### src/rtl/vid_cfg.svh
// Widths are fixed for 4-bit game colour and 8-bit output; VID_FILTW must stay VID_COLORW + 1
`ifndef VID_CFG_SVH
`define VID_CFG_SVH

// Game colour per channel
`define VID_COLORW 4

// One extra bit after the bandwidth filter
`define VID_FILTW (`VID_COLORW + 1)

// Output colour per channel
`define VID_OUTW 8

// Capture, filter and output registers
`define VID_LATENCY 3

`endif

### src/rtl/vid_pkg.sv
// Stage structs follow the widths in vid_cfg.svh; field order is part of the bit layout
`include "vid_cfg.svh"

package vid_pkg;

    // Scanline dimming level for odd lines
    typedef logic [1:0] sl_level_t;

    localparam sl_level_t SL_OFF  = 2'd0;
    localparam sl_level_t SL_3Q   = 2'd1;
    localparam sl_level_t SL_HALF = 2'd2;
    localparam sl_level_t SL_1Q   = 2'd3;

    // Static user controls
    typedef struct packed {
        logic      bw_en;
        sl_level_t sl_mode;
    } vid_ctrl_t;

    // Pixel as sampled from the game
    typedef struct packed {
        logic [`VID_COLORW-1:0] r;
        logic [`VID_COLORW-1:0] g;
        logic [`VID_COLORW-1:0] b;
        logic                   lhbl;
        logic                   lvbl;
        logic                   hs;
        logic                   vs;
        logic                   line_odd;
    } game_pixel_t;

    // Pixel after the bandwidth filter
    typedef struct packed {
        logic [`VID_FILTW-1:0] r;
        logic [`VID_FILTW-1:0] g;
        logic [`VID_FILTW-1:0] b;
        logic                  lhbl;
        logic                  lvbl;
        logic                  hs;
        logic                  vs;
        logic                  line_odd;
    } filt_pixel_t;

    // Final video word
    typedef struct packed {
        logic [`VID_OUTW-1:0] r;
        logic [`VID_OUTW-1:0] g;
        logic [`VID_OUTW-1:0] b;
        logic                 hs;
        logic                 vs;
        logic                 de;
    } vid_out_t;

endpackage

### src/rtl/vid_board_top.sv
// ctrl is sampled as static levels; vid_out trails the game inputs by VID_LATENCY pxl_cen strobes
`timescale 1ns/100ps
`include "vid_cfg.svh"

module vid_board_top import vid_pkg::*; (
    input  logic                   clk_sys,
    input  logic                   rst_n,
    input  logic                   pxl_cen,
    input  logic [`VID_COLORW-1:0] game_r,
    input  logic [`VID_COLORW-1:0] game_g,
    input  logic [`VID_COLORW-1:0] game_b,
    input  logic                   lhbl,
    input  logic                   lvbl,
    input  logic                   hs,
    input  logic                   vs,
    input  vid_ctrl_t              ctrl,
    output vid_out_t               vid,
    output logic                   vid_cen
);

    game_pixel_t cap_pix;
    filt_pixel_t filt_pix;

    // First strobe of latency
    vid_capture u_capture (
        .clk_sys ( clk_sys  ),
        .rst_n   ( rst_n    ),
        .pxl_cen ( pxl_cen  ),
        .game_r  ( game_r   ),
        .game_g  ( game_g   ),
        .game_b  ( game_b   ),
        .lhbl    ( lhbl     ),
        .lvbl    ( lvbl     ),
        .hs      ( hs       ),
        .vs      ( vs       ),
        .pix     ( cap_pix  )
    );

    // Second strobe
    vid_bw_filter u_bw_filter (
        .clk_sys ( clk_sys    ),
        .rst_n   ( rst_n      ),
        .pxl_cen ( pxl_cen    ),
        .bw_en   ( ctrl.bw_en ),
        .pix_in  ( cap_pix    ),
        .pix_out ( filt_pix   )
    );

    // Third strobe, vid_cen one clk_sys later
    vid_out_stage u_out_stage (
        .clk_sys ( clk_sys      ),
        .rst_n   ( rst_n        ),
        .pxl_cen ( pxl_cen      ),
        .sl_mode ( ctrl.sl_mode ),
        .pix_in  ( filt_pix     ),
        .vid     ( vid          ),
        .vid_cen ( vid_cen      )
    );

endmodule

### src/rtl/vid_bw_filter.sv
// Filter runs through blanking too, so the first active pixel is summed with the last blank one
`timescale 1ns/100ps
`include "vid_cfg.svh"

module vid_bw_filter import vid_pkg::*; (
    input  logic        clk_sys,
    input  logic        rst_n,
    input  logic        pxl_cen,
    input  logic        bw_en,
    input  game_pixel_t pix_in,
    output filt_pixel_t pix_out
);

    // Colour of the previous input pixel
    logic [`VID_COLORW-1:0] prev_r;
    logic [`VID_COLORW-1:0] prev_g;
    logic [`VID_COLORW-1:0] prev_b;

    // Two-tap sum softens edges like a slow analogue wire
    // without the filter the value is doubled to keep the same scale
    function automatic logic [`VID_FILTW-1:0] filt(
        input logic [`VID_COLORW-1:0] cur,
        input logic [`VID_COLORW-1:0] prev,
        input logic                   en
    );
        if (en) begin
            filt = {1'b0, cur} + {1'b0, prev};
        end else begin
            filt = {cur, 1'b0};
        end
    endfunction

    always_ff @(posedge clk_sys or negedge rst_n) begin
        if (!rst_n) begin
            prev_r  <= '0;
            prev_g  <= '0;
            prev_b  <= '0;
            pix_out <= '0;
        end else if (pxl_cen) begin
            prev_r <= pix_in.r;
            prev_g <= pix_in.g;
            prev_b <= pix_in.b;

            pix_out.r <= filt(pix_in.r, prev_r, bw_en);
            pix_out.g <= filt(pix_in.g, prev_g, bw_en);
            pix_out.b <= filt(pix_in.b, prev_b, bw_en);

            // Timing signals get the same delay as the colour
            pix_out.lhbl     <= pix_in.lhbl;
            pix_out.lvbl     <= pix_in.lvbl;
            pix_out.hs       <= pix_in.hs;
            pix_out.vs       <= pix_in.vs;
            pix_out.line_odd <= pix_in.line_odd;
        end
    end

    // Doubling leaves the low bit clear on the next registered pixel
    a_double_even: assert property (
        @(posedge clk_sys) disable iff (!rst_n)
        (pxl_cen && !bw_en) |=> !(pix_out.r[0] || pix_out.g[0] || pix_out.b[0])
    ) else $error("odd channel value with filter disabled");

endmodule

### src/rtl/vid_capture.sv
// Needs pxl_cen as a single-cycle strobe; blanking inputs are active low, line parity resets in vblank
`timescale 1ns/100ps
`include "vid_cfg.svh"

module vid_capture import vid_pkg::*; (
    input  logic                   clk_sys,
    input  logic                   rst_n,
    input  logic                   pxl_cen,
    input  logic [`VID_COLORW-1:0] game_r,
    input  logic [`VID_COLORW-1:0] game_g,
    input  logic [`VID_COLORW-1:0] game_b,
    input  logic                   lhbl,
    input  logic                   lvbl,
    input  logic                   hs,
    input  logic                   vs,
    output game_pixel_t            pix
);

    logic line_end;
    logic next_odd;

    // pix.lhbl already holds lhbl from the previous strobe
    assign line_end = pix.lhbl & ~lhbl;

    // Parity restarts during vertical blank so the first active line is even
    always_comb begin
        if (!lvbl) begin
            next_odd = 1'b0;
        end else if (line_end) begin
            next_odd = ~pix.line_odd;
        end else begin
            next_odd = pix.line_odd;
        end
    end

    always_ff @(posedge clk_sys or negedge rst_n) begin
        if (!rst_n) begin
            pix <= '0;
        end else if (pxl_cen) begin
            pix.r        <= game_r;
            pix.g        <= game_g;
            pix.b        <= game_b;
            pix.lhbl     <= lhbl;
            pix.lvbl     <= lvbl;
            pix.hs       <= hs;
            pix.vs       <= vs;
            pix.line_odd <= next_odd;
        end
    end

    // The whole pipeline assumes one strobe per pixel, never back to back
    a_cen_single: assert property (
        @(posedge clk_sys) disable iff (!rst_n)
        pxl_cen |=> !pxl_cen
    ) else $error("pxl_cen high in two consecutive cycles");

endmodule

### src/rtl/vid_out_stage.sv
// Extension is by bit replication, so full scale maps to 8'hff; dimming acts only on odd lines
`timescale 1ns/100ps
`include "vid_cfg.svh"

module vid_out_stage import vid_pkg::*; (
    input  logic        clk_sys,
    input  logic        rst_n,
    input  logic        pxl_cen,
    input  sl_level_t   sl_mode,
    input  filt_pixel_t pix_in,
    output vid_out_t    vid,
    output logic        vid_cen
);

    logic                 de;
    sl_level_t            level;
    logic [`VID_OUTW-1:0] r8;
    logic [`VID_OUTW-1:0] g8;
    logic [`VID_OUTW-1:0] b8;

    // Append the top bits to reach the output width
    function automatic logic [`VID_OUTW-1:0] extend8(input logic [`VID_FILTW-1:0] c);
        extend8 = {c, c[`VID_FILTW-1 -: (`VID_OUTW - `VID_FILTW)]};
    endfunction

    // Scanline intensity
    function automatic logic [`VID_OUTW-1:0] dim(
        input logic [`VID_OUTW-1:0] v,
        input sl_level_t            lvl
    );
        case (lvl)
            SL_3Q:   dim = v - (v >> 2);
            SL_HALF: dim = v >> 1;
            SL_1Q:   dim = v >> 2;
            default: dim = v;
        endcase
    endfunction

    assign de    = pix_in.lhbl & pix_in.lvbl;
    assign level = pix_in.line_odd ? sl_mode : SL_OFF;

    always_comb begin
        r8 = '0;
        g8 = '0;
        b8 = '0;
        // Black outside the active area
        if (de) begin
            r8 = dim(extend8(pix_in.r), level);
            g8 = dim(extend8(pix_in.g), level);
            b8 = dim(extend8(pix_in.b), level);
        end
    end

    always_ff @(posedge clk_sys or negedge rst_n) begin
        if (!rst_n) begin
            vid     <= '0;
            vid_cen <= 1'b0;
        end else begin
            // Marks the cycle right after the output register loads
            vid_cen <= pxl_cen;
            if (pxl_cen) begin
                vid.r  <= r8;
                vid.g  <= g8;
                vid.b  <= b8;
                vid.hs <= pix_in.hs;
                vid.vs <= pix_in.vs;
                vid.de <= de;
            end
        end
    end

    a_blank_black: assert property (
        @(posedge clk_sys) disable iff (!rst_n)
        !vid.de |-> (vid.r == '0 && vid.g == '0 && vid.b == '0)
    ) else $error("colour not zero outside the active area");

endmodule

### config.mk
export PLATFORM = sky130hd
export DESIGN_NAME = vid_board_top
export DESIGN_NICKNAME = d
export VERILOG_FILES = /design/src/rtl/vid_pkg.sv /design/src/rtl/vid_board_top.sv /design/src/rtl/vid_bw_filter.sv /design/src/rtl/vid_capture.sv /design/src/rtl/vid_out_stage.sv
export VERILOG_INCLUDE_DIRS = /design/src /design/src/rtl
export SDC_FILE = /design/constraint.sdc
export NUM_CORES = 1
export LEC_CHECK = 0
export BUFFER_PORTS_ARGS = -buffer_cell sky130_fd_sc_hd__buf_2
export CORE_UTILIZATION = 53
export CTS_CLUSTER_DIAMETER = 60
export CTS_CLUSTER_SIZE = 16
export DETAILED_ROUTE_END_ITERATION = 10
export GPL_TIMING_DRIVEN = 0
export PLACE_DENSITY_LB_ADDON = 0.25
export SYNTH_ARGS = -nofsm -noshare
export SYNTH_HDL_FRONTEND = slang
export SYNTH_SLANG_ARGS = --single-unit
### constraint.sdc
create_clock -name clk_sys -period 1.9 [get_ports clk_sys]
set_input_delay 0.095 -clock clk_sys [delete_from_list [all_inputs] [get_ports clk_sys]]
set_output_delay 0.095 -clock clk_sys [all_outputs]
set_load 0.005 [all_outputs]
## Word-level counts from Yosys, hierarchy flattened

Index checks and enable logic that the tools add are counted.

- Bitwise operators: 4
- Divide/modulo/power cells: 0
- Multipliers: 0
- Reductions and logical operators: 1
- Shift operators: 0
- Equality and inequality tests: 4
- $add $sub $neg: 6
- Magnitude comparators: 0
- Muxes and demuxes: 12

Operators with widths:

| kind | number |
|---|---|
| $pmux 8 s3 | 3 |
| $mux 8 | 3 |
| $sub 8x6->8 | 3 |
| $add 4x4->5 | 3 |
| $mux 5 | 3 |
| $eq 2x2->1 const B | 2 |
| $and 1x1->1 | 2 |
| $eq 2x1->1 const B | 1 |
| $mux 1 | 2 |
| $mux 2 | 1 |
| $ne 2x1->1 const B | 1 |
| $not 1->1 | 2 |
| $reduce_and 2->1 | 1 |

- Bits in latches: 0
- Word-level logic and storage cells: 53
- Memories: 0
- Bits of input ports: 22
- Memory bits (writable): 0
- Bits in registers: 77
- Output and inout port bits: 28
- ROM bits: 0

## Logic depth before layout (Yosys ltp)

- Word-level depth: 4
- Mapped depth: 9
- Depth with buffers taken out: 9

## Modules after synthesis

From an unflattened synthesis, not the netlist that was laid out.

- Cell total of the unflattened synthesis: 480
- Area total of the unflattened synthesis: 4887.2 sq um

By module, submodules not included:

| module | cells each | times used | area an instance (sq um) |
|---|---|---|---|
| vid_out_stage | 285 | 1 | 2434.8 |
| vid_bw_filter | 155 | 1 | 1750.4 |
| vid_capture | 40 | 1 | 701.9 |

## Worst setup path after synthesis

OpenSTA, ideal clock, no wires.

- Kind: register -> register
- From: register u_bw_filter.pix_out[7] in the netlist's numbering
- To: register u_out_stage.vid[9] (netlist name)
- Buffers on the path: 0
- Path slack: -0.165 ns
- Stages on the path, launching flop included: 10
- Setup time: 0.142 ns
- Data arrival time: 1.923 ns
- Cell sequence: dfrtp_1 > inv_1 > ha_1 > inv_1 > fa_1 > a21oi_1 > nor2_1 > a2111oi_4 > xnor2_1 > o221ai_1

- Longest elaborated chain between the ends: 3

Ends and longest elaborated chain:

| element | line | text |
|---|---|---|
| from (decl) | vid_bw_filter.sv:11 | `output filt_pixel_t pix_out` |
| $sub 8x6->8 | vid_out_stage.sv:32 | `SL_3Q: dim = v - (v >> 2);` |
| $pmux 8 s3 | vid_out_stage.sv:31 | `case (lvl)` |
| $mux 8 | vid_out_stage.sv:47 | `if (de) begin` |

Every way passes these cells.
A chain may end at the register's enable or synchronous reset.

## Worst setup path in the final report

- From: register u_bw_filter.pix_out[7] in the netlist's numbering
- To: register u_out_stage.vid[5] (netlist name)

- Longest elaborated chain between the ends: 3

Ends and longest elaborated chain:

| element | line |
|---|---|
| $sub 8x6->8 | vid_out_stage.sv:32 |
| $pmux 8 s3 | vid_out_stage.sv:31 |
| $mux 8 | vid_out_stage.sv:47 |

Every way passes these cells.

==> results.ini <==
[sta]
setup_viol = 10
maxSlewViolCount = 0
finalCritPeriodShare_pct = 106
min_period_ns = 2.01
worst_slew_pin_slew_ns = 0.611
clock_skew_ns = 0.00976
finalWorstSetupSlack_ns = -0.109
slew_headroom_pct = 59.3
hold_violations = 0
rsz0062_at_grt = true
max_freq_mhz = 498

[floorplanning]
die_w_um = 96.5
die_area_mm2 = 0.00931
core_mm2 = 0.00868
initial_core_util_pct = 54.5
die_y_um = 96.5
fp-row-count = 34
io_pins = 50

[worst_setup_path]
r2r_start = u_bw_filter.pix_out[7]
worstSetupEndpoint = u_out_stage.vid[5]
start_kind = flip-flop
arrival_ns = 2.33
cp_common_cell = inv_2
critPathMaxStageDelay_ns = 0.44
r2r-end = u_out_stage.vid[5]
cp.required_ns = 2.22
critical_path_class = flip-flop to flip-flop
cp_max_fo = 2
ff2ff_setup_slack_ns = -0.11
critPathCaptureType = flip-flop
slowest_stage = dfrtp_2
r2r_cells = 9
crit_start = u_bw_filter.pix_out[7]
crit_chain = inv_2, ha_4, inv_2, fa_2, buf_4, xor2_1, o21ai_1, a221oi_1, a21o_1

[route]
via_count = 4167
drt_iter0_drc = 273
dr.pass1.iters = 4
routed_wl_um = 12400
via_per_inst = 5.93
drc = 0
post_drt_wl_per_cell_um = 17.6
drt.antenna.violating_nets = 0

[cts]
cts_buffer_depth = 2
clock-sinks = 77
cts-root-buf = clkbuf_8
cts_tree = yes
htree_levels = 3
cts_made_buffers = 9
insertion_delay_ns = 0.38
path_clk_slew_ns = 0.09

[yosys]
avgSynthCellArea_um2 = 9.88
syn_area_mm2 = 0.00473
synthFlopType = dfrtp_1
synth_area_leaders = dfrtp_1 (41%), ha_1 (7.9%), mux2_2 (6.7%)
yosysSeqAreaShare_pct = 40.7
yosys_register_bits = 77
yosysTopAreaCellShare_pct = 40.7
synthCells = 479
synth-edff-count = 0
post-synth-top-area-cell = dfrtp_1
synthesis.nets = 537
synthArstFlopShare_pct = 100
synthDistinctLibCells = 45
ys_warn_count = 0

[final_layout]
seq_area_mm2 = 0.00194
num-fill-cells = 668
antenna_cells = 0
multi_input_area_mm2 = 0.00275
layout_common_cells = dfrtp_1 (66), buf_2 (61), nand2_1 (35), o21ai_0 (35), buf_4 (34)
final_core_util_pct = 69.0
drive_gt1_share_pct = 33.1
nNetsFinal = 648
syn_to_final_growth_pct = 26.6
layout_commonest_cell = dfrtp_1

[power_and_ir_drop]
fin_total_pwr_mw = 5.85
leakagePower_nw = 2.79
ir_drop_uv = 550
power_density_mw_per_mm2 = 977

[global_routing]
grt_overflow = 0
antenna_found_initial = 0
grt_pass1_wl_um = 19400
grt_max_degree = 63
grt_pass1_vias = 3998
globalRouteTotalUtil_pct = 27.8

[run_status]
violations = setup timing
status = finished with violations

[place]
dp_hpwl_um = 8150
gp_congestion = 0.869
portBuffers = 47

[flow_run]
drv_cap = 0

[worst_hold_path]
hp-class = input port to asynchronous set/reset pin

[what timing repair did]
action | 4_1_cts | 5_1_grt
setup endpoints to repair | 16 | 12
endpoints found under the hold margin | 95 | 0
pin swaps | 19 | 22
buffers inserted | 15 | 19
gates resized for setup | 21 | 25
hold buffers | 18 | 0
[cell families (layout without fill, tap and decap cells)]
kind of cell	Yosys count	after routing	synth area share, %
AOI/OAI and AO/OA	148	148	22.2
xor gates and xnor gates	15	15	2.78
adders and majority gates	36	36	10.5
buffers and inverters	66	182	5.71
DFF	77	77	40.7
muxes	37	37	8.56
and+or+nand+nor	100	100	9.57
[sequential cells by signal, indices dropped and copies added, names as in the netlist]
| signal | flops |
|---|---|
| u_out_stage.vid_cen | 1 |
| u_capture.pix | 17 |
| u_bw_filter.pix_out | 20 |
| u_bw_filter.prev_g | 4 |
| u_bw_filter.prev_r | 4 |
| u_bw_filter.prev_b | 4 |
| u_out_stage.vid | 27 |
[synth_stat cells, types with 3 or more instances]
| cell | number |
|---|---|
| o21a_1 | 5 |
| a31oi_1 | 8 |
| o31ai_1 | 4 |
| clkbuf_1 | 8 |
| nor2b_1 | 8 |
| nand3_1 | 11 |
| a2111oi_4 | 3 |
| o21bai_1 | 5 |
| a221oi_1 | 6 |
| mux2i_1 | 9 |
| buf_2 | 15 |
| nand2_1 | 35 |
| o221ai_1 | 3 |
| mux2_2 | 28 |
| o21ai_0 | 36 |
| a21boi_0 | 4 |
| o211ai_1 | 11 |
| and3_1 | 4 |
| ha_1 | 30 |
| a22oi_1 | 3 |
| a21o_1 | 12 |
| xnor2_1 | 9 |
| dfrtp_1 | 77 |
| o2bb2ai_1 | 7 |
| inv_1 | 40 |
| nand3b_1 | 3 |
| fa_1 | 6 |
| a22o_1 | 5 |
| nor2_1 | 31 |
| xor2_1 | 6 |
| a32oi_1 | 3 |
| a21oi_1 | 24 |
| nand2b_1 | 3 |
[worst max-delay path, delay by kind of cell, from the launching register on]
kind / cells / cell delay [ns]
xor+xnor: 1 / 0.15
fa+ha+maj: 2 / 0.49
compound gates: 3 / 0.60
buf+inv: 3 / 0.28
flops: 1 / 0.44
[cell type report]
type | instances | area share (%)
clock inverter | 6 | 0.856
timing repair buffer | 100 | 11.8
tap | 108 | 2.26
multi-input combinational | 336 | 45.9
sequential | 77 | 32.4
buffer | 26 | 2.00
clock buffer | 10 | 2.30
inverter | 40 | 2.51
[metal layers]
layer	part of all wire, %	global-route usage [%]
met5	0	0
met2	47	45.1
met4	2.5	12.7
met1	44	37.1
met3	6.8	3.76
[worst min path at each step]
stage                        from                     end  slack (ns)
after CTS                   rst_n     u_out_stage.vid[16]        0.12
after global placement    pxl_cen     u_out_stage.vid_cen        0.21
final                       rst_n     u_out_stage.vid[16]        0.12
after global routing        rst_n     u_out_stage.vid[16]        0.16
after floorplan             rst_n  u_bw_filter.pix_out[0]       -0.20
after detailed placement    rst_n     u_out_stage.vid[16]       -0.02
[metrics by stage]
stage	hold slack (ns)	area (µm²)	instances	setup TNS, ns	setup slack (ns)
after floorplan	-0.201	4770	479	-0.0116	-0.0116
after global placement	0.214	5140	634	-0.998	-0.193
after detailed placement	-0.0207	5170	635	-1.48	-0.245
after CTS	0.117	5720	684	-0.136	-0.103
after global routing	0.159	5990	703	-1.08	-0.175
final	0.116	5990	703	-0.424	-0.109
[power breakdown]
part	switching, mW	internal, mW	leakage (nW)
clock network	0.716	0.531	0.0943
registers	0.217	1.87	0.946
logic	1.30	1.22	1.75
Power figures use the tool's default switching activity.
